`src/common/rv32i_pkg.sv`:
```
package rv32i_pkg;

    // Fetch start address
    localparam logic [31:0] RESET_PC = 32'h1eceb000;

    localparam int XLEN = 32;

    // Cache line and memory beat geometry
    localparam int LINE_BITS      = 256;
    localparam int BEAT_BITS      = 64;
    localparam int BEATS_PER_LINE = 4;

    // Direct-mapped icache with 32-byte lines
    localparam int ICACHE_SETS = 16;
    localparam int OFFSET_BITS = 5;
    localparam int INDEX_BITS  = 4;
    localparam int TAG_BITS    = 23;

    // Instruction queue
    localparam int QUEUE_DEPTH = 16;
    localparam int QPTR_BITS   = 4;

endpackage : rv32i_pkg

```
`src/common/cache_ufp_if.sv`:
```
`timescale 1ns/1ps

interface cache_ufp_if
import rv32i_pkg::*;
();

    logic   [XLEN-1:0]  addr;
    logic   [3:0]       rmask;      // Nonzero for one cycle per request
    logic   [XLEN-1:0]  rdata;
    logic               resp;

    modport fetch (
        output  addr, rmask,
        input   rdata, resp
    );

    modport cache (
        input   addr, rmask,
        output  rdata, resp
    );

endinterface : cache_ufp_if

```
`src/design/fetch_pc.sv`:
```
`timescale 1ns/1ps

module fetch_pc
import rv32i_pkg::*;
(
    input   logic           clk,
    input   logic           rst,

    input   logic           stall_i,
    input   logic           bmem_ready_i,

    cache_ufp_if.fetch      ufp
);

    logic   [XLEN-1:0]  pc;
    logic               ready_flag;     // No request outstanding
    logic               issue;

    // Hold off while the queue is nearly full or memory is busy
    assign issue = ready_flag && !stall_i && bmem_ready_i;

    assign ufp.addr  = pc;
    assign ufp.rmask = issue ? 4'b1111 : 4'b0000;

    always_ff @(posedge clk) begin
        if (rst) begin
            pc         <= RESET_PC;
            ready_flag <= 1'b1;
        end else begin
            if (ufp.resp) begin
                pc         <= pc + 32'd4;
                ready_flag <= 1'b1;
            end else if (issue) begin
                ready_flag <= 1'b0;
            end
        end
    end

endmodule : fetch_pc

```
`src/flat_wrapper.sv`:
```
// flat-port wrapper written by rule: the top's interface ports become plain ports
module fetch_pc_flat import rv32i_pkg::*;
  (clk, rst, stall_i, bmem_ready_i, ufp_addr, ufp_rmask, ufp_rdata, ufp_resp);
  cache_ufp_if ufp_i ();
  input   logic clk;
  input   logic rst;
  input   logic stall_i;
  input   logic bmem_ready_i;
  output wire logic [$bits(ufp_i.addr)-1:0] ufp_addr;
  output wire logic [$bits(ufp_i.rmask)-1:0] ufp_rmask;
  input wire logic [$bits(ufp_i.rdata)-1:0] ufp_rdata;
  input wire logic [$bits(ufp_i.resp)-1:0] ufp_resp;
  assign ufp_addr = ufp_i.addr;
  assign ufp_rmask = ufp_i.rmask;
  assign ufp_i.rdata = ufp_rdata;
  assign ufp_i.resp = ufp_resp;
  fetch_pc u_core (.clk(clk), .rst(rst), .stall_i(stall_i), .bmem_ready_i(bmem_ready_i), .ufp(ufp_i));
endmodule
```
`config.mk`:
```
export PLATFORM = sky130hd
export DESIGN_NAME = fetch_pc_flat
export DESIGN_NICKNAME = d
export VERILOG_FILES = /design/src/common/rv32i_pkg.sv /design/src/common/cache_ufp_if.sv /design/src/design/fetch_pc.sv /design/src/flat_wrapper.sv
export SDC_FILE = /design/constraint.sdc
export NUM_CORES = 1
export LEC_CHECK = 0
export BUFFER_PORTS_ARGS = -buffer_cell sky130_fd_sc_hd__buf_4
export CAP_MARGIN = 0
export CORE_AREA = 2 2 54 67
export DETAILED_ROUTE_END_ITERATION = 8
export DIE_AREA = 0 0 56 69
export HOLD_SLACK_MARGIN = 0.03
export PLACE_DENSITY = 0.82
export SLEW_MARGIN = 20
export SYNTH_ARGS = -nofsm -noshare
export SYNTH_HDL_FRONTEND = slang
export SYNTH_SLANG_ARGS = --single-unit
```
`constraint.sdc`:
```
create_clock -name clk -period 2.93 [get_ports clk]
set_input_delay 0.4395 -clock clk [delete_from_list [all_inputs] [get_ports clk]]
set_output_delay 0.4395 -clock clk [all_outputs]
set_load 0.01 [all_outputs]
```
## Yosys cells after proc, flatten, opt, wreduce, memory -nomap -nowiden

Index checks and enable logic that the tools add are counted.

| operators by class | value |
|---|---|
| mux-type cells | 1 |
| add/sub/neg operators | 1 |
| reductions and logical operators | 4 |

Operator list:

| cell | count |
|---|---|
| adder 32 x 3 -> 32 bit (second input constant) | 1 |
| 2-to-1 mux 4 bit | 1 |
| logical AND 1 bit | 2 |
| OR reduction 2 bit | 1 |
| logical NOT 1 bit | 1 |

| word-level totals | value |
|---|---|
| bits in registers | 33 |
| logic and storage cells | 8 |

## Longest topological paths before layout

| depth | value |
|---|---|
| depth after elaboration | 4 |
| gate-level depth with buffers | 6 |
| depth with buffers taken out | 5 |

## Worst setup path before layout

Ideal clock, no wire load.

| timing | value |
|---|---|
| path kind | reg2reg |
| start | register u_core.pc[2], in the netlist u_core.ufp.addr[2] |
| end | register u_core.pc[20], in the netlist u_core.ufp.addr[20] |
| setup slack | 1.237 ns |
| period minus slack after synthesis | 1.693 ns |
| cell stages (with the launch flop) | 7 |
| required time | 2.859 ns |
| arrival | 1.623 ns |
| path buffers | 1 |
| cell sequence | dfxtp_1 ha_1 and4_1 buf_4 nand4_2 or4_1 a21oi_1 |

| on the way | value |
|---|---|
| cells in the longest elaborated chain, start to end | 1 |

Ends and longest elaborated chain:

| element | line | source |
|---|---|---|
| start: declaration | fetch_pc.sv:15 | `logic [XLEN-1:0] pc;` |
| start signal: assignment | fetch_pc.sv:31 | `pc <= pc + 32'd4;` |
| adder 32 x 3 -> 32 bit | fetch_pc.sv:31 |  |

Every way passes these cells.
A chain may end at the register's enable or synchronous reset.

## Worst setup path in the final report

Same ends and word-level chain as after synthesis.

==> results.ini <==
[routing]
first_pass_iters = 4
drtIter0Drc = 25
drc = 0
wire_per_inst_um = 12.5
routed_wl_um = 3060
via_per_inst = 5.56
dr_total_vias = 1363
antenna_left = 0

[final_layout]
fillers = 301
seqCellArea_um2 = 621
num_antenna_cells = 0
num-nets-final = 245
multi_input_area_um2 = 783
final_core_util_pct = 57.6
area_delta_synth_final_pct = 22.2
drive_above_1_share_pct = 24.5

[floorplanning]
start_util_pct = 47.2
boundaryPins = 73
core_mm2 = 0.00322
die-area_mm2 = 0.00386
die_w_um = 56
rows = 23
die_y_um = 69

[synthesis]
ys_ff_latch = 31
synth_top_area_share_pct = 40.8
yosysSeqAreaShare_pct = 40.8
synthXorXnorAreaFrac_pct = 6.91
yosysTopAreaCell = dfxtp_1
syn_inst = 174
syn_area_per_cell_um2 = 8.74
yosysMostFrequentCell = dfxtp_1
ys_warn_count = 0
syn_area_mm2 = 0.00152
synth_compound_area_share_pct = 10.5
synth.top_cells.by_count = 31 x dfxtp_1, 15 x nand3_1, 14 x nor2_1, 10 x nand2_1, 9 x buf_4
yosys.area_share.simple_pct = 30.8
async_flop_share_pct = 0
synth.area.mux_share_pct = 1.98
synth_top_family_by_area = simple AND/OR/NAND/NOR gates
synth-edff-count = 0
yosys.area_share.adder_pct = 0.823
yosys-top-cells-area = dfxtp_1 41%, nand3_1 4.9%, xor2_1 4.6%
ys_dominant_reg_cell = dfxtp_1
synth.distinct_cells = 34

[grt]
grt_overflow = 0
grt_pass1_vias = 1113
antenna_found_initial = 0
grt_max_degree = 25
grtUsageTotal_pct = 16.1
grt_pass1_wl_um = 4960

[worst_setup_path]
worstSetupStartpoint = u_core.ufp.addr[2]
worstSetupEndpoint = u_core.ufp.addr[20]
r2r_setup_slack_ns = 1.01
r2r-end = u_core.ufp.addr[20]
worst_setup_path_start_kind = register
r2r-start = u_core.ufp.addr[2]
endpoint_kind = register
crit_type = register to register
arrival_ns = 2.14
r2r_cells = 5
cp_max_fo = 9
crit_required_ns = 3.15

[clocking]
cts_tree = yes
path_clk_slew_ns = 0.07
clockRootBuffer = clkbuf_8
cts_resized = 0
clockBufferDepth = 2
cts_buffers = 5
hold_buffers = 0
cts_setup_buffers = 0
numClockSinks = 31
insertion_delay_ns = 0.29
h-tree-depth = 2

[power]
vdd_drop_max_mv = 0.300
power_mw = 0.785
power_leakage_nw = 0.757
powerDensity_mw_per_mm2 = 423

[sta]
clock_skew_ns = 0.00921
hold_viol_final = 0
fmax_mhz = 522
worst_slack_ns = 1.01
layout_min_cycle_time_ns = 1.92
totalNegativeSetupSlack_ns = 0
finalMaxSlewViolations = 0
setup_viol = 0
period_share_pct = 65.4
rsz0062_at_grt = no

[run_status]
status = finished, final reports clean

[place]
io_buffers = 38
place_ws_ns = 1.05
gp_congestion = 0.739
hpwl_um = 2130

[hold_path]
hp-class = input pin to register

[run]
maxCapViolCount = 0

==> worst min-delay path by stage <==
| stage | cells after the start | from | endpoint |
|---|---|---|---|
| 6_report | 3 | ufp_resp | u_core.ready_flag |
| 5_1_grt | 3 | ufp_resp | u_core.ready_flag |
| 4_1_cts | 3 | ufp_resp | u_core.ready_flag |
| 3_5_place_dp | 2 | u_core.ufp.addr[31] | u_core.ufp.addr[31] |
| 3_3_place_gp | 2 | u_core.ready_flag | u_core.ready_flag |
| 2_1_floorplan | 2 | u_core.ready_flag | u_core.ready_flag |
==> cell type report <==
cell class                      count  area share [%]
Clock buffer                        7            4.11
Inverter                            7            1.41
Sequential cell                    31            33.4
Multi-Input combinational cell    122            42.2
Clock inverter                      1           0.269
Timing Repair Buffer               40            16.2
Tap cell                           37            2.49
==> metal layers <==
layer	up-vias	GRT usage, %	wire length, µm
met1	630	19.7	1370
met3	8	4.13	153
met5	-	0	0
met2	34	24.6	1460
met4	0	10.6	76
li1	691	-	-
==> state kept, by name (all words and copies together), names as in the netlist <==
register	count
u_core.ufp.addr	30
u_core.ready_flag	1
==> cells by family (layout without fill, tap and decap cells) <==
| family | Yosys count | in the layout |
|---|---|---|
| and+or+nand+nor | 79 | 79 |
| DFF | 31 | 31 |
| AOI/OAI and AO/OA | 25 | 25 |
| buffers and inverters | 22 | 55 |
| xor gates and xnor gates | 12 | 12 |
| muxes | 3 | 3 |
| adders and majority gates | 1 | 1 |
| other | 1 | 2 |
==> through the flow <==
stage | std cells | area [µm²] | hold slack (ns)
finish | 245 | 1860 | 0.419
global route | 245 | 1860 | 0.437
CTS | 245 | 1860 | 0.423
detailed placement | 237 | 1780 | 0.479
global placement | 237 | 1780 | 0.467
floorplan | 175 | 1520 | 0.452
==> cell usage in the layout, fill, tap and decap left out, drive strengths merged <==
master / n
ha: 1
or2: 1
xnor2: 4
conb: 2
nand2: 10
and2: 1
nor3b: 1
dfxtp: 31
nor2b: 2
and4: 6
nand4: 9
mux2i: 3
and3: 3
clkbuf: 7
o41ai: 1
o31a: 2
or4: 8
buf: 40
inv: 7
nor3: 1
nor2: 14
clkinv: 1
nor4: 3
o21ai: 7
or3: 4
o311ai: 1
nand3: 16
a21oi: 6
o31ai: 8
xor2: 8
==> critical path, stage by stage, from the launching register on <==
cell,delay (ns)
dfxtp_1,0.39
ha_1,0.18
and4_1,0.41
nand4_2,0.27
or4_1,0.46
a21oi_1,0.16
==> where the power goes <==
group	switching, mW	total [mW]	internal, mW
logic	0.0193	0.0356	0.0163
registers	0.00314	0.428	0.425
clock network	0.156	0.322	0.166
total	0.178	0.785	0.607
No activity file was read; power rests on OpenSTA's default activity.
