--- src/common/rv32i_pkg.sv ---
package rv32i_pkg;

    // Fetch start address
    localparam logic [31:0] RESET_PC = 32'h1eceb000;

    localparam int XLEN = 32;

    // Cache line and memory beat geometry
    localparam int LINE_BITS      = 256;
    localparam int BEAT_BITS      = 64;
    localparam int BEATS_PER_LINE = 4;

    // Direct-mapped icache with 32-byte lines
    localparam int ICACHE_SETS = 16;
    localparam int OFFSET_BITS = 5;
    localparam int INDEX_BITS  = 4;
    localparam int TAG_BITS    = 23;

    // Instruction queue
    localparam int QUEUE_DEPTH = 16;
    localparam int QPTR_BITS   = 4;

endpackage : rv32i_pkg

--- src/common/cache_dfp_if.sv ---
`timescale 1ns/1ps

interface cache_dfp_if
import rv32i_pkg::*;
();

    logic   [XLEN-1:0]      addr;
    logic                   read;       // Level, held until resp
    logic   [LINE_BITS-1:0] rdata;
    logic                   resp;       // One-cycle pulse with full line

    modport cache (
        output  addr, read,
        input   rdata, resp
    );

    modport adapter (
        input   addr, read,
        output  rdata, resp
    );

endinterface : cache_dfp_if

--- src/design/cacheline_adapter.sv ---
`timescale 1ns/1ps

module cacheline_adapter
import rv32i_pkg::*;
(
    input   logic               clk,
    input   logic               rst,

    cache_dfp_if.adapter        dfp,

    output  logic   [XLEN-1:0]      bmem_addr_o,
    output  logic                   bmem_read_o,
    input   logic   [BEAT_BITS-1:0] bmem_rdata_i,
    input   logic                   bmem_rvalid_i
);

    logic                           read_q;
    logic   [XLEN-1:0]              addr_q;
    logic   [LINE_BITS-1:0]         line_q;
    logic   [$clog2(BEATS_PER_LINE)-1:0] beat_cnt;
    logic                           resp_q;
    logic                           last_beat;

    assign bmem_read_o = dfp.read && !read_q;   // Rising edge of fill request
    assign bmem_addr_o = bmem_read_o ? dfp.addr : addr_q;

    assign last_beat = bmem_rvalid_i && (beat_cnt == BEATS_PER_LINE - 1);

    assign dfp.rdata = line_q;
    assign dfp.resp  = resp_q;

    always_ff @(posedge clk) begin
        if (rst) begin
            read_q   <= 1'b0;
            beat_cnt <= '0;
            resp_q   <= 1'b0;
        end else begin
            read_q <= dfp.read;
            resp_q <= last_beat;
            if (bmem_rvalid_i) begin
                beat_cnt <= beat_cnt + 1'b1;    // Wraps after the fourth beat
            end
        end
    end

    always_ff @(posedge clk) begin
        if (bmem_read_o) begin
            addr_q <= bmem_addr_o;
        end
        // Lowest beat ends up at the bottom of the line
        if (bmem_rvalid_i) begin
            line_q <= {bmem_rdata_i, line_q[LINE_BITS-1:BEAT_BITS]};
        end
    end

endmodule : cacheline_adapter

--- src/flat_wrapper.sv ---
// flat-port wrapper written by rule: the top's interface ports become plain ports
module cacheline_adapter_flat import rv32i_pkg::*;
  (clk, rst, bmem_addr_o, bmem_read_o, bmem_rdata_i, bmem_rvalid_i, dfp_addr, dfp_read, dfp_rdata, dfp_resp);
  cache_dfp_if dfp_i ();
  input   logic clk;
  input   logic rst;
  output  logic   [XLEN-1:0] bmem_addr_o;
  output  logic bmem_read_o;
  input   logic   [BEAT_BITS-1:0] bmem_rdata_i;
  input   logic bmem_rvalid_i;
  input wire logic [$bits(dfp_i.addr)-1:0] dfp_addr;
  input wire logic [$bits(dfp_i.read)-1:0] dfp_read;
  output wire logic [$bits(dfp_i.rdata)-1:0] dfp_rdata;
  output wire logic [$bits(dfp_i.resp)-1:0] dfp_resp;
  assign dfp_i.addr = dfp_addr;
  assign dfp_i.read = dfp_read;
  assign dfp_rdata = dfp_i.rdata;
  assign dfp_resp = dfp_i.resp;
  cacheline_adapter u_core (.clk(clk), .rst(rst), .dfp(dfp_i), .bmem_addr_o(bmem_addr_o), .bmem_read_o(bmem_read_o), .bmem_rdata_i(bmem_rdata_i), .bmem_rvalid_i(bmem_rvalid_i));
endmodule
--- config.mk ---
export PLATFORM = sky130hd
export DESIGN_NAME = cacheline_adapter_flat
export DESIGN_NICKNAME = d
export VERILOG_FILES = /design/src/common/rv32i_pkg.sv /design/src/common/cache_dfp_if.sv /design/src/design/cacheline_adapter.sv /design/src/flat_wrapper.sv
export SDC_FILE = /design/constraint.sdc
export NUM_CORES = 1
export LEC_CHECK = 0
export ABC_AREA = 1
export BUFFER_PORTS_ARGS = -buffer_cell sky130_fd_sc_hd__buf_2
export CAP_MARGIN = 30
export CELL_PAD_IN_SITES_DETAIL_PLACEMENT = 1
export CELL_PAD_IN_SITES_GLOBAL_PLACEMENT = 1
export CORE_MARGIN = 3
export CORE_UTILIZATION = 35
export CTS_CLUSTER_DIAMETER = 40
export DETAILED_ROUTE_END_ITERATION = 6
export GPL_TIMING_DRIVEN = 0
export HOLD_SLACK_MARGIN = 0.03
export PLACE_DENSITY_LB_ADDON = 0.1
export SETUP_SLACK_MARGIN = 0.05
export SLEW_MARGIN = 0
export SYNTH_ARGS = -nofsm -noshare
export SYNTH_HDL_FRONTEND = slang
export SYNTH_SLANG_ARGS = --single-unit
--- constraint.sdc ---
create_clock -name clk -period 2.95 [get_ports clk]
set_input_delay 0.295 -clock clk [delete_from_list [all_inputs] [get_ports clk]]
set_output_delay 0.295 -clock clk [all_outputs]
set_load 0.02 [all_outputs]
=== Word level (Yosys, flattened, before mapping) ===
Cells that the tools add are included.

* $add $sub $neg: 1
* Multiply operators: 0
* Div/mod/pow operators: 0
* Order comparisons: 0
* Eq/ne operators: 1
* Shift operators: 0
* Muxes and demuxes: 1
* Bitwise logic cells: 0
* Reductions and logical operators: 3

{| class="wikitable"
|+ Operator list
! kind !! count
|-
| 32-bit 2-to-1 mux || 1
|-
| 2-bit by 1-bit adder with 2-bit output, second input constant || 1
|-
| 2-bit == test, second input constant || 1
|-
| 1-bit logical AND || 2
|-
| 1-bit logical NOT || 1
|}

* Register bits: 292
* Bits in latches: 0
* Bits in writable memories: 0
* Memory bits (read-only): 0
* Bits of input ports: 100
* Output and inout port bits: 290
* Word-level logic and storage cells: 11
* Memories: 0

=== Longest topological paths before layout ===
* Word-level depth: 3
* Gate-level depth with buffers: 5
* Gate-level depth less buffers: 5

=== Worst setup path before layout ===
Ideal clock, no wire load.

* Kind: input-to-reg
* Start: input dfp_read
* End: register u_core.addr_q[0] (enable)
* Setup time: 392 ps
* Data arrival time: 1,379 ps
* Required time: 2,558 ps
* Setup slack: 1,178 ps
* Stages: 4
* Path buffers: 2
* Cells stage by stage: buf_6 -> nand2_8 -> buf_8 -> inv_1

* Cells in the longest elaborated chain, start to end: 1

{| class="wikitable"
|+ Ends and longest elaborated chain
! what !! line !! source
|-
| from (decl) || flat_wrapper.sv:12 || <nowiki>input wire logic [$bits(dfp_i.read)-1:0] dfp_read;</nowiki>
|-
| 1-bit logical AND || cacheline_adapter.sv:24 || <nowiki>assign bmem_read_o = dfp.read && !read_q;</nowiki>
|-
| named net bmem_read_o || flat_wrapper.sv:8 || <nowiki>output logic bmem_read_o;</nowiki>
|-
| to (signal assigned) || cacheline_adapter.sv:48 || <nowiki>addr_q <= bmem_addr_o;</nowiki>
|-
| to (decl) || cacheline_adapter.sv:18 || <nowiki>logic [XLEN-1:0] addr_q;</nowiki>
|}

The timed path passes the listed nets, and every way through them passes these cells.
A chain may end at the register's enable or synchronous reset.

=== Worst setup path in the final report ===
* Start: register u_core.read_q
* End: output bmem_read_o

* Cells in the longest elaborated chain, start to end: 2

{| class="wikitable"
|+ Ends and longest elaborated chain
! what !! line !! source
|-
| from (decl) || cacheline_adapter.sv:17 || <nowiki>logic read_q;</nowiki>
|-
| from (signal assigned) || cacheline_adapter.sv:38 || <nowiki>read_q <= dfp.read;</nowiki>
|-
| 1-bit logical NOT || cacheline_adapter.sv:24 ||
|-
| 1-bit logical AND || cacheline_adapter.sv:24 ||
|-
| to (decl) || flat_wrapper.sv:8 ||
|}

Every way passes these cells.

==> flow_summary_export.csv <==
group,metric,value,unit
clock_tree,cts_tree,"done",
critical_path,path_cells,"inv_4 -> nand2_8 -> buf_8 -> inv_1 -> buf_2",
run_status,outcome,"finished, final reports clean",
sta,fin_crit_sh,78.66,%
clock_tree,htreeDepth,2,
pwr,power_leakage,5.736,nW
yosys,yosys_warnings,0,
floorplan,start_util,35.77,%
place,dp_hpwl,17160,um
global_routing,gr-total-overflow,0,
pwr,p_int,8.328,mW
clock_tree,root_buffer,"clkbuf_16",
critical_path,crit_type,"reg2out",
sta,finalClockSkew,0.009778,ns
critical_path,critical_path.max_stage_delay,0.58,ns
worst_hold_path,whs_path_depth,3,
detailed_routing,drt_iter0_drc,250,
detailed_routing,num_vias,5696,
final_layout,fillers,2543,
critical_path,path_max_fanout,17,
detailed_routing,drc,0,
sta,period_needed,2.320,ns
global_routing,grt_max_degree,140,
yosys,ys_types,13,
worst_hold_path,holdPathEnd,"u_core.addr_q[19]$_DFFE_PP_",
critical_path,rr_worst_depth,5,
sta,timing.fmax,431.0,MHz
critical_path,cp-end-kind,"primary output",
clock_tree,cts_buffers,41,
sta,grt_setup_unrepaired,"no",
pwr,clkPwrFrac,44.5,%
sta,setup_viol,0,
yosys,syn_area,9348,um^2
yosys,syn_avg_cell_area,22.47,um^2
floorplan,num_rows,59,
critical_path,r2r-start,"u_core.read_q$_SDFF_PP0_",
worst_hold_path,hp-class,"in2reg",
yosys,ys_seq_area_share,93.37,%
global_routing,grt_pass1_wl,35670,um
clock_tree,cts_sinks,292,
worst_hold_path,hold_start,"dfp_addr[19]",
pwr,power_density,787.1,nW/um^2
yosys,ys_seq_elements,292,
detailed_routing,wl,24360,um
final_layout,drive_above_1_share,50.37,%
pwr,power_frac_comb,9.2,%
place,gp_congestion,0.8376,
detailed_routing,firstDrtPassIters,6,
place,place_ws,0.9420,ns
floorplan,core,26130,um^2
pwr,max-vdd-ir-drop,0.6713,mV
critical_path,slowest_stage,"inv_1",
final_layout,fin_util,52.72,%
job,drv_cap,0,
floorplan,die_h,169.4,um
pwr,seq_power_share,46.3,%
detailed_routing,vias_per_cell,4.464,
floorplan,die_width,169.4,um
pwr,p_switching,2.517,mW
critical_path,cp_data_required_time,2.65,ns
sta,worst_pin_slew,0.9908,ns
floorplan,io_pins,390,
yosys,synth_edf_count,288,
final_layout,nNetsFinal,1015,
sta,finalHoldViolations,0,
detailed_routing,drtAntennaViolNets,0,
critical_path,critPathLaunchType,"register",
clock_tree,cts_buffer_depth,3,
critical_path,reg2reg_slack,1.17,ns
detailed_routing,wl_per_cell,19.09,um
place,portBuffers,388,
floorplan,dieArea,28700,um^2
yosys,synth-main-ff-cell,"edfxtp_1",
pwr,swShare,23.21,%
clock_tree,path_clk_slew,0.05,ns
sta,drv_slew,0,
sta,maxSlewHeadroom,33.95,%
yosys,syn_nets,517,
clock_tree,cts_resized,0,
global_routing,antenna_found_initial,0,
global_routing,track_usage,16.08,%
critical_path,crit_arrival,2.03,ns
yosys,async_flop_share,0,%
sta,worst_slack,0.6297,ns
clock_tree,clkLatencyLatePin,0.50,ns
yosys,synthCells,416,
critical_path,r2r-end,"u_core.addr_q[28]$_DFFE_PP_",
final_layout,diodes,0,
final_layout,synthToLayoutAreaGrowth,47.40,%
global_routing,grt_pass1_vias,6134,
sta,holdWs,0.1195,ns
pwr,p_total,10.84,mW
-- cells in the mapped netlist (4+ instances only) --
cell | instances | area [um^2]
buf_4 | 4 | 30.03
dfxtp_1 | 4 | 80.08
buf_6 | 5 | 56.30
nand3_1 | 32 | 160.2
nand2_1 | 60 | 225.2
nand2_2 | 9 | 56.30
edfxtp_1 | 288 | 8648
nor2_1 | 6 | 22.52
inv_1 | 4 | 15.01
-- area by class of cell --
cell class | count | area, um^2 | share of cell area [%]
Tap cell | 335 | 419.2 | 3.042
Clock inverter | 23 | 305.3 | 2.216
Inverter | 5 | 21.27 | 0.1544
Sequential cell | 292 | 8728 | 63.35
Timing Repair Buffer | 455 | 2658 | 19.29
Multi-Input combinational cell | 109 | 496.7 | 3.605
Clock buffer | 47 | 1049 | 7.610
Buffer | 10 | 101.3 | 0.7356
-- power groups by stage --
| stage | Clock, mW | Sequential [mW] | Combinational [mW] |
|---|---|---|---|
| final | 4.82 | 5.02 | 0.998 |
| after global routing | 5.13 | 5.06 | 1.06 |
| after global placement | 0 | 5.11 | 0.921 |
| after floorplan | 0 | 5.39 | 0.156 |
| after detailed placement | 0 | 5.11 | 0.939 |
| after CTS | 4.95 | 5.03 | 1.01 |
-- worst max-delay path: cells and delay by family (launching register included) --
family        cells  cell delay (ns)
buf+inv           4             1.13
simple gates      1             0.07
flops             1             0.32
-- state kept, by name, summed over array words and instances (netlist names) --
signal and cells:
u_core.dfp.rdata 256, u_core.addr_q 32, u_core.beat_cnt 2, u_core.dfp.resp 1
u_core.read_q 1
-- what timing repair did --
action	in CTS	in global routing
hold buffers	65	0
hold endpoints to repair	66	0
setup buffers	0	0
-- metrics by stage --
stage	setup TNS [ns]	std cells	area [um^2]
after global placement	-465.67	1139	11710
after detailed placement	0	1141	11770
final	0	1276	13780
after floorplan	0	416	9348
after global routing	0	1276	13780
after CTS	0	1276	13780
-- layout by cell type (no fill, tap or decap) --
master | netlist | routed
ha_1 | 1 | 1
buf_6 | 5 | 5
buf_2 | 0 | 387
clkinv_1 | 0 | 1
buf_4 | 4 | 4
nand3_1 | 32 | 32
edfxtp_1 | 288 | 288
dfxtp_1 | 4 | 4
nor2_1 | 6 | 6
bufinv_16 | 0 | 6
nand2_2 | 9 | 9
inv_6 | 0 | 6
inv_1 | 4 | 4
nand2_1 | 60 | 60
clkinv_2 | 0 | 4
buf_16 | 0 | 2
clkbuf_16 | 0 | 41
clkinvlp_4 | 0 | 3
nand2_8 | 1 | 1
dlygate4sd3_1 | 0 | 65
inv_4 | 1 | 1
buf_8 | 1 | 2
clkbuf_1 | 0 | 6
clkinv_4 | 0 | 3
-- kinds of logic after synthesis --
family | Yosys count | share of synthesized area, %
fa+ha+maj | 1 | 0.1338
buf+inv | 15 | 1.312
flops | 292 | 93.37
simple gates | 108 | 5.180
-- worst max-delay path by stage --
stage                             startpoint  slack [ns]  cells after the start                              end
global route        u_core.read_q$_SDFF_PP0_        0.49                      5                      bmem_read_o
detailed placement             bmem_rvalid_i        0.94                      2  u_core.dfp.rdata[141]$_DFFE_PP_
floorplan                           dfp_read        1.18                      4       u_core.addr_q[0]$_DFFE_PP_
CTS                 u_core.read_q$_SDFF_PP0_        0.57                      5                      bmem_read_o
global placement               bmem_rvalid_i       -1.83                      4  u_core.beat_cnt[1]$_SDFFE_PP0P_
finish              u_core.read_q$_SDFF_PP0_        0.63                      5                      bmem_read_o
-- metal layers --
layer  global-route usage [%]  part of all wire, %  routed length [um]
met1                    17.18                   35                8638
met2                    28.98                   52               12720
met5                        0                    0                   0
met4                    6.117                  2.9                 718
met3                    6.010                  9.4                2281
No activity file was read; power rests on OpenSTA's default activity.
