[src/common/rv32i_pkg.sv]
package rv32i_pkg;

    // Fetch start address
    localparam logic [31:0] RESET_PC = 32'h1eceb000;

    localparam int XLEN = 32;

    // Cache line and memory beat geometry
    localparam int LINE_BITS      = 256;
    localparam int BEAT_BITS      = 64;
    localparam int BEATS_PER_LINE = 4;

    // Direct-mapped icache with 32-byte lines
    localparam int ICACHE_SETS = 16;
    localparam int OFFSET_BITS = 5;
    localparam int INDEX_BITS  = 4;
    localparam int TAG_BITS    = 23;

    // Instruction queue
    localparam int QUEUE_DEPTH = 16;
    localparam int QPTR_BITS   = 4;

endpackage : rv32i_pkg

[src/design/inst_queue.sv]
`timescale 1ns/1ps

module inst_queue
import rv32i_pkg::*;
(
    input   logic               clk,
    input   logic               rst,

    input   logic   [XLEN-1:0]  wdata_i,
    input   logic               enqueue_i,
    input   logic               dequeue_i,
    output  logic   [XLEN-1:0]  rdata_o,
    output  logic               stall_o,
    output  logic               empty_o
);

    logic   [XLEN-1:0]      mem [QUEUE_DEPTH];
    logic   [QPTR_BITS-1:0] wr_ptr, rd_ptr;
    logic   [QPTR_BITS:0]   count;
    logic                   do_enq, do_deq;

    assign do_deq = dequeue_i && (count != '0);         // Pop on empty is dropped
    assign do_enq = enqueue_i && (count != QUEUE_DEPTH);

    assign rdata_o = mem[rd_ptr];
    assign empty_o = (count == '0);
    assign stall_o = (count >= QUEUE_DEPTH - 1);        // Room left for one in-flight word

    always_ff @(posedge clk) begin
        if (rst) begin
            wr_ptr <= '0;
            rd_ptr <= '0;
            count  <= '0;
        end else begin
            if (do_enq) begin
                wr_ptr <= wr_ptr + 1'b1;
            end
            if (do_deq) begin
                rd_ptr <= rd_ptr + 1'b1;
            end
            case ({do_enq, do_deq})
                2'b10:   count <= count + 1'b1;
                2'b01:   count <= count - 1'b1;
                default: count <= count;
            endcase
        end
    end

    always_ff @(posedge clk) begin
        if (do_enq) begin
            mem[wr_ptr] <= wdata_i;
        end
    end

endmodule : inst_queue

[config.mk]
export PLATFORM = sky130hd
export DESIGN_NAME = inst_queue
export DESIGN_NICKNAME = d
export VERILOG_FILES = /design/src/common/rv32i_pkg.sv /design/src/design/inst_queue.sv
export SDC_FILE = /design/constraint.sdc
export NUM_CORES = 1
export LEC_CHECK = 0
export BUFFER_PORTS_ARGS = -buffer_cell sky130_fd_sc_hd__buf_2
export CAP_MARGIN = 5
export CORE_ASPECT_RATIO = 1.75
export CORE_UTILIZATION = 45
export DETAILED_ROUTE_END_ITERATION = 10
export GPL_ROUTABILITY_DRIVEN = 0
export GPL_TIMING_DRIVEN = 0
export SETUP_SLACK_MARGIN = 0.05
export SYNTH_ARGS = -nofsm -noshare
export SYNTH_HDL_FRONTEND = slang
export SYNTH_SLANG_ARGS = --single-unit
[constraint.sdc]
create_clock -name clk -period 4 [get_ports clk]
set_input_delay 0.6 -clock clk [delete_from_list [all_inputs] [get_ports clk]]
set_output_delay 0.6 -clock clk [all_outputs]
set_load 0.1 [all_outputs]
# After elaboration in Yosys (flattened, before gate mapping)
# Memory sizes are Yosys's and may differ from the RTL's. A register that Yosys moved wholly into a read port is not among the register bits.
# Cells that the tools add are included.
[totals]
reg_bits = 13
ram_bits = 512
out_inout_bits = 34
wordCells = 22
n_memories = 1
[classes]
addsub = 4
n_lt_le_gt_ge = 1
n_eq_ne = 3
mux = 5
n_reduce_logical = 5
[mem_list]
columns = ["name", "words", "word_bits", "rd", "rd_ports_with_merged_regs", "wr", "line", "source"]
rows = [
  ["mem", 16, 32, 1, 1, 1, "inst_queue.sv:17", "logic [XLEN-1:0] mem [QUEUE_DEPTH];"],
]
[op_table]
columns = ["cell", "count"]
rows = [
  ["$pmux W5 S2", 1],
  ["$add A4 B1 Y4 const B", 2],
  ["$mux W4", 2],
  ["$add A5 B1 Y5 const B", 1],
  ["$ge A5 B4 Y1 const B", 1],
  ["$logic_not A5 Y1", 1],
  ["$ne A5 B5 Y1 const B", 1],
  ["$reduce_bool A5 Y1", 1],
  ["$sub A5 B1 Y5 const B", 1],
  ["$eq A2 B1 Y1 const B", 1],
  ["$eq A2 B2 Y1 const B", 1],
  ["$logic_and A1 B1 Y1", 2],
  ["$mux W1", 2],
  ["$reduce_bool A2 Y1", 1],
]

# Logic depth before layout (Yosys ltp)
# Gate-level depths: netlist of the first run.
[depth]
depth_word = 4
depth_mapped = 13
mapped_depth_nobuf = 10

# Least setup slack after synthesis of the first run
# No wires, ideal clock.
[synth_path]
kind = "register to register"
from = "register count[1]"
to = "memory mem[0][0], enable pin"
setup_time_ps = 461
arrival_time_ps = 3115
t_required_ps = 3539
setup_slack_ps = 424
stages_incl_launch_ff = 7
period_less_slack_ps = 3576
cell_sequence = "dfxtp_1 > buf_6 > or4_4 > buf_6 > o21a_4 > nand2_1 > nor3_1"
[synth_via]
elab_chain_cells = 4
[synth_rtl]
columns = ["item", "line", "source"]
rows = [
  ["start, declared", "inst_queue.sv:19", "logic [QPTR_BITS:0] count;"],
  ["start signal, assigned", "inst_queue.sv:42", "2'b10: count <= count + 1'b1;"],
  ["start signal, assigned", "inst_queue.sv:43", "2'b01: count <= count - 1'b1;"],
  ["start signal, assigned", "inst_queue.sv:44", "default: count <= count;"],
  ["$ne A5 B5 Y1", "inst_queue.sv:23", "assign do_enq = enqueue_i && (count != QUEUE_DEPTH);"],
  ["$logic_and A1 B1 Y1", "inst_queue.sv:23", ""],
  ["$mux W1", "inst_queue.sv:50", "if (do_enq) begin"],
  ["$mux W1 (not written as such)", "inst_queue.sv:51", "mem[wr_ptr] <= wdata_i;"],
  ["end, declared", "inst_queue.sv:17", ""],
]
# No other way between the ends.

==> summary.md, run 1 <==
| Metric | Value |
|---|---|
| Outcome | `finished clean` |
| H-tree levels | `2` |
| Main synth FF type | `edfxtp_1` |
| Most frequent cell after synthesis | `edfxtp_1` |
| Switch share | `0.328` |
| WP data arrival | `3.25 ns` |
| Synth area leader | `edfxtp_1` |
| Postcts setup bufs | `0` |
| RR Endpoint | `count[4]` |
| DRT Wirelength | `around 44000 um` |
| Place WS | `0.600 ns` |
| Routed vias | `approximately 9600` |
| Tcrit/Tclk final | `0.963` |
| Min-delay src | `rst` |
| Startpoint types | `flip-flop` |
| Setup ws final | `0.147 ns` |
| List of most frequent post-synthesis cells | `edfxtp_1, mux4_2, a22oi_1` |
| Setup TNS | `0 ns` |
| Syn Area/Cell | `22.0 sq um` |
| Tmin final | `~3.9 ns` |
| Worst-Margin Slew | `1.02 ns` |
| R2r startpoint | `count[1]` |
| Core ar. | `between 40000 and 50000 sq um` |
| Fin nets | `1104` |
| First-pass GRT wire length | `65700 um` |
| Clk_skew | `0.0153 ns` |
| Crit Path Max Fanout | `10` |
| CTS tree | `done` |
| Hold Crit Depth | `2` |
| Clock Root Buffer | `clkbuf_16` |
| CP Class | `flip-flop to output port` |
| Reg2reg setup slack | `approximately 0.85 ns` |
| Die area | `45700 sq um` |
| Detailed Routing Iterations Pass 1 | `5` |
| Share of async-settable or async-resettable flops after synthesis | `0` |
| Post-detail-place hpwl | `~29000 um` |
| Maxcap violations | `0` |
| Port Buffers | `68` |
| Worst-Skew Late Latency | `0.56 ns` |
| Cell area after synthesis | `20200 sq um` |
| Most frequent cell on the critical path | `clkbuf_1` |
| I/O Pins | `70` |
| Reg2reg path depth | `13` |
| PwrDens | `639 nW/um^2` |
| Combinational Power Share | `0.286` |
| Die Ht | `282 um` |
| Vias in the first global route | `10200` |
| Endpoints failing setup | `0` |
| Max-slew headroom | `0.317` |
| Total grt overflow | `0` |
| Cells along the critical path | `clkbuf_1 > clkbuf_1 > mux4_2 > a22oi_1 > nand2_1 > buf_2` |
| Multi-input logic area | `4310 sq um` |
| NetSw | `slightly below 5000 uW` |
| CP Capture Type | `output port` |
| Largest net degree at the start of global routing | `23` |
| Antenna-violating nets left | `0` |
| Most area-consuming cells after synthesis | `edfxtp_1, mux4_2, a22oi_1` |
| Chip width | `162 um` |
| RSZ-0062 raised after global routing | `no` |
| Total track usage | `0.201` |
| Post-synth cell types | `47` |
| Clock sink total | `529` |
| Antenna violations before repair | `2` |
| Internal | `9980 uW` |
| Number of fill cells | `3424` |
| Area Overhead vs Synth | `15.2%` |
| Row count | `102` |
| Top-area cell type share of the netlist area | `0.762` |
| Worst path slowest cell | `clkbuf_1` |
| CP required | `roughly 3.4 ns` |
| Detail-routed via count per cell | `5.75` |
| Hold-fix buffer count after cts | `0` |
| Sequential share of the synthesized area | `0.779` |
| Pleak | `approximately 0.0074 uW` |
| Critical Path Max Stage Delay | `0.71 ns` |
| Ant. Diodes | `0` |
| Worst ir drop on vdd | `486 uV` |
| Starting Density | `0.455` |
| # DRC | `0` |
| CTS Buf Count | `46` |
| Routed len/inst | `approximately 27 um` |
| Mapped Cells | `915` |
| Sequential power share | `0.426` |
| Final Max Tran Viols | `0` |
| Fin. Hold Viols | `0` |
| Yosys reg bits | `~530` |
| Hold WC Path Type | `input port to flip-flop` |
| Share of layout cells above drive strength 1 | `0.304` |
| Synth warn | `0` |
| Proportion of power drawn by the clock network | `0.288` |
| Synthesized Nets | `959` |
| Max Clk Rate | `260 MHz` |
| Max clock buf depth | `3` |
| Post-synth EDFFs | `approximately 510` |
| 1st-iter DRT viols | `668` |
| Clk slew on worst S/H paths | `0.06 ns` |
| Reg area | `15700 sq um` |
kinds of logic after synthesis:
| logic type | synth area share |
|---|---|
| xor gates and xnor gates | 0.00304 |
| AOI/OAI and AO/OA | 0.0338 |
| DFF | 0.779 |
| buffers and inverters | 0.0127 |
| adders and majority gates | 0.00496 |
| and+or+nand+nor | 0.0218 |
| muxes | 0.144 |
through the flow:
stage	utilization	cell area, sq um	hold WS (ns)	instances	power, uW
detailed placement	0.492	21800	0.544	1584	10800
floorplan	-	20200	0.495	915	9780
finish	0.525	23200	0.340	1669	14900
global route	0.525	23200	0.356	1669	15400
global placement	0.479	21200	0.531	1555	10700
CTS	0.525	23200	0.325	1669	15000
cell type report:
class | instances | area share
plain buffers | 53 | 0.0104
inverters | 6 | 0.000969
flip-flops and latches | 529 | 0.676
well taps | 572 | 0.0308
repair buffers | 97 | 0.0349
multi-input cells | 327 | 0.185
clock buffers | 57 | 0.0513
clock inverters | 28 | 0.00996
registers in the layout (all words and copies together) (netlist names), named ones only:
register  flops
mem         512
count         5
rd_ptr        4
wr_ptr        4
timing repair:
item | 4_1_cts | 5_1_grt
hold endpoints to repair | 0 | 0
pin swaps | 0 | 0
setup endpoints to repair | 2 | 3
resized for setup | 3 | 6
layer usage:
layer	routed length, um	up-vias	share of wire	GRT usage
li1	-	4145	-	-
met1	16900	5115	0.38	0.245
met2	24300	259	0.55	0.368
met3	1980	69	0.045	0.0283
met4	1120	4	0.025	0.0624
met5	26	-	0.00059	0
how the worst max path moves through the flow:
stage	end	slack, ns	depth (start not counted)
after floorplan	mem[0][0]	0.42	6
after global placement	mem[0][13]	-2.53	4
after detailed placement	rdata_o[14]	0.60	6
after CTS	rdata_o[3]	0.06	6
after global routing	rdata_o[3]	0.07	6
final	rdata_o[16]	0.15	6
critical path, delay by kind of cell, from the launching register on:
family	cells	cell delay (ns)
AO/OA/AOI/OAI	1	0.28
AND/OR/NAND/NOR	1	0.10
buffers and inverters	3	1.56
multiplexers	1	0.41
flip-flops	1	0.32
power by group through the flow:
stage	Sequential, uW	Combinational, uW	Clock (uW)
detailed placement	6450	4310	0
global placement	6470	4220	0
finish	6330	4250	4280
CTS	6330	4320	4350
floorplan	6440	3340	0
global route	6340	4510	4540
layout by cell type (no fill, tap or decap), drive strengths merged, types with 8 or more instances in the layout:
cell      n
clkbuf   93
a22oi    64
mux4    128
dfxtp    17
ha        8
inv      10
buf     114
clkinv   21
nand2    40
edfxtp  512
nor2     27
(Power assumes the default switching activity.)
==> run 2: changes to the inputs <==
MAX_ROUTING_LAYER = met4   (was default)
==> run 2 against run 1 <==
  * Combinational power hardly changed
  * Worst setup slack improved by 0.061 ns
  * Largest cell class unchanged
  * Non-clock buffer count did not move
  * Die area unchanged
  * Register-to-register slack hardly changed
  * Clock-buffer cell count did not move
  * Critical endpoint unchanged
==> summary.md, run 2 (synthesis gave the netlist of run 1 again) <==
| Metric | Value |
|---|---|
| Antenna violations before repair | `2 (unchanged)` |
| Most common cell after layout, fill and taps aside | `edfxtp_1` |
| Max Clk Rate | `264 MHz (+1.6%)` |
| Postcts setup bufs | `0 (unchanged)` |
| Total track usage | `0.207 (+0.00622)` |
| Vias in the first global route | `10200 (-0.20%)` |
| CTS Buf Count | `46 (unchanged)` |
| Worst-Margin Slew | `1.02 ns (-0.00259 ns)` |
| PwrDens | `640 nW/um^2 (about the same)` |
| Starting Density | `0.455 (unchanged)` |
| Clk_skew | `0.0151 ns (-0.000221 ns)` |
| Place WS | `0.600 ns (unchanged)` |
| CP required | `3.40 ns (about the same)` |
| Hold WC Path Type | `input port to flip-flop` |
| 1st-iter DRT viols | `651 (-2.5%)` |
| Number of fill cells | `3422 (-0.058%)` |
| Routed vias | `9595 (+0.031%)` |
| Detail-routed via count per cell | `5.74 (about the same)` |
| Maxcap violations | `0 (unchanged)` |
| Port Buffers | `68 (unchanged)` |
| Max-slew headroom | `0.319 (+0.00173)` |
| Max reg flops | `512 (unchanged)` |
| Share of layout cells above drive strength 1 | `0.304 (unchanged)` |
| Post-detail-place hpwl | `28500 um (unchanged)` |
| Fin nets | `1104 (unchanged)` |
| Routed len/inst | `26.5 um (about the same)` |
| Worst ir drop on vdd | `486 uV (about the same)` |
| Final Max Tran Viols | `0 (unchanged)` |
| RSZ-0062 raised after global routing | `no` |
| Largest regs | `mem: 512 flops, count: 5 flops` |
| Reg2reg path depth | `13 (unchanged)` |
| Hold-fix buffer count after cts | `0 (unchanged)` |
| Tot Pwr | `14900 uW (about the same)` |
| H-tree levels | `2 (unchanged)` |
| CP Capture Type | `output port` |
| Max clock buf depth | `3 (unchanged)` |
| CTS tree | `done` |
| Most flops, register | `mem` |
| Die area | `45700 sq um (unchanged)` |
| Row count | `102 (unchanged)` |
| Fin. Hold Viols | `0 (unchanged)` |
| WP data arrival | `3.19 ns (-0.06 ns)` |
| Reg2reg setup slack | `0.86 ns (about the same)` |
| R2r startpoint | `count[1]` |
| Startpoint types | `flip-flop` |
| RR Endpoint | `count[4]` |
| Placed Area | `21800 sq um (unchanged)` |
| Clock sink total | `529 (unchanged)` |
| Hold Crit Depth | `2 (unchanged)` |
| Clk slew on worst S/H paths | `0.06 ns (about the same)` |
| # DRC | `0 (unchanged)` |
| Total grt overflow | `0 (unchanged)` |
| Detailed Routing Iterations Pass 1 | `5 (unchanged)` |
| Post-cts sizing count | `3 (unchanged)` |
| Min Hold Slack | `0.342 ns (+0.00203 ns)` |
| Chip width | `162 um (unchanged)` |
| Tmin final | `3.79 ns (-0.0614 ns)` |
| I/O Pins | `70 (unchanged)` |
| Crit Path Max Fanout | `10 (unchanged)` |
| Antenna-violating nets left | `0 (unchanged)` |
| CP Class | `flip-flop to output port` |
| Outcome | `finished clean` |
| DRT Wirelength | `44300 um (about the same)` |
| Setup ws final | `0.208 ns (+0.0614 ns)` |
| Tcrit/Tclk final | `0.948 (-0.0154)` |
| Worst-Skew Late Latency | `0.57 ns (about the same)` |
| Pleak | `0.00743 uW (about the same)` |
| First-pass GRT wire length | `65800 um (about the same)` |
| Die Ht | `282 um (unchanged)` |
| Area Overhead vs Synth | `15.2% (about the same)` |
| Largest net degree at the start of global routing | `23 (unchanged)` |
| Clock Root Buffer | `clkbuf_16` |
| Core ar. | `44300 sq um (unchanged)` |
| Final Instance Area | `23200 sq um (about the same)` |
| Endpoints failing setup | `0 (unchanged)` |
| Most frequent cells in the layout | `edfxtp_1, mux4_2, buf_2` |
| Min-delay src | `rst` |
==> run 2: cell count changes in the layout (fill, tap and decap cells not counted) <==
cell	previous run	this run
diode_2	0	2
clkbuf_4	1	0
buf_2	82	83
==> run 2: metal layers <==
metal,global-route usage,routed length [um],vias up
li1,-,-,4149
met1,0.246,16900,5114
met2,0.367,24400,266
met3,0.0277,1950,66
met4,0.0624,1090,0
met5,-,0,-
==> run 2: layout make-up <==
cell class | instances | area, sq um | share of cell area
Sequential cell | 529 | 15700 | 0.676
Multi-Input combinational cell | 327 | 4310 | 0.185
Clock buffer | 57 | 1190 | 0.0513
Timing Repair Buffer | 97 | 811 | 0.0349
Tap cell | 572 | 716 | 0.0308
Buffer | 53 | 239 | 0.0103
Clock inverter | 28 | 231 | 0.00996
Inverter | 6 | 22.5 | 0.000969
Antenna cell | 2 | 5.00 | 0.000215
==> run 2: stage by stage <==
step / utilization / TNS (ns) / std cells
2_1_floorplan: - / 0 / 915
6_report: 0.525 / 0 / 1671
3_5_place_dp: 0.492 / 0 / 1584
3_3_place_gp: 0.479 / -491.81 / 1555
5_1_grt: 0.525 / 0 / 1671
4_1_cts: 0.525 / 0 / 1669
==> run 2: how the worst max path moves through the flow <==
stage	startpoint	to
5_1_grt	flip-flop	rdata_o[8]
2_1_floorplan	count[1]	mem[0][0]
3_5_place_dp	flip-flop	rdata_o[14]
4_1_cts	flip-flop	rdata_o[3]
3_3_place_gp	enqueue_i	mem[0][13]
6_report	flip-flop	rdata_o[16]
==> run 2: critical path, cell delays in order, from the launching register on <==
cell and delay (ns):
dfxtp_1 0.32, clkbuf_1 0.51, clkbuf_1 0.70, mux4_2 0.41
a22oi_1 0.28, nand2_1 0.10, buf_2 0.30
==> run 2: power breakdown <==
group	switching (uW)	leakage, uW	internal [uW]
clock network	1960	0.000704	2330
logic	2860	0.00196	1380
registers	59.9	0.00476	6270
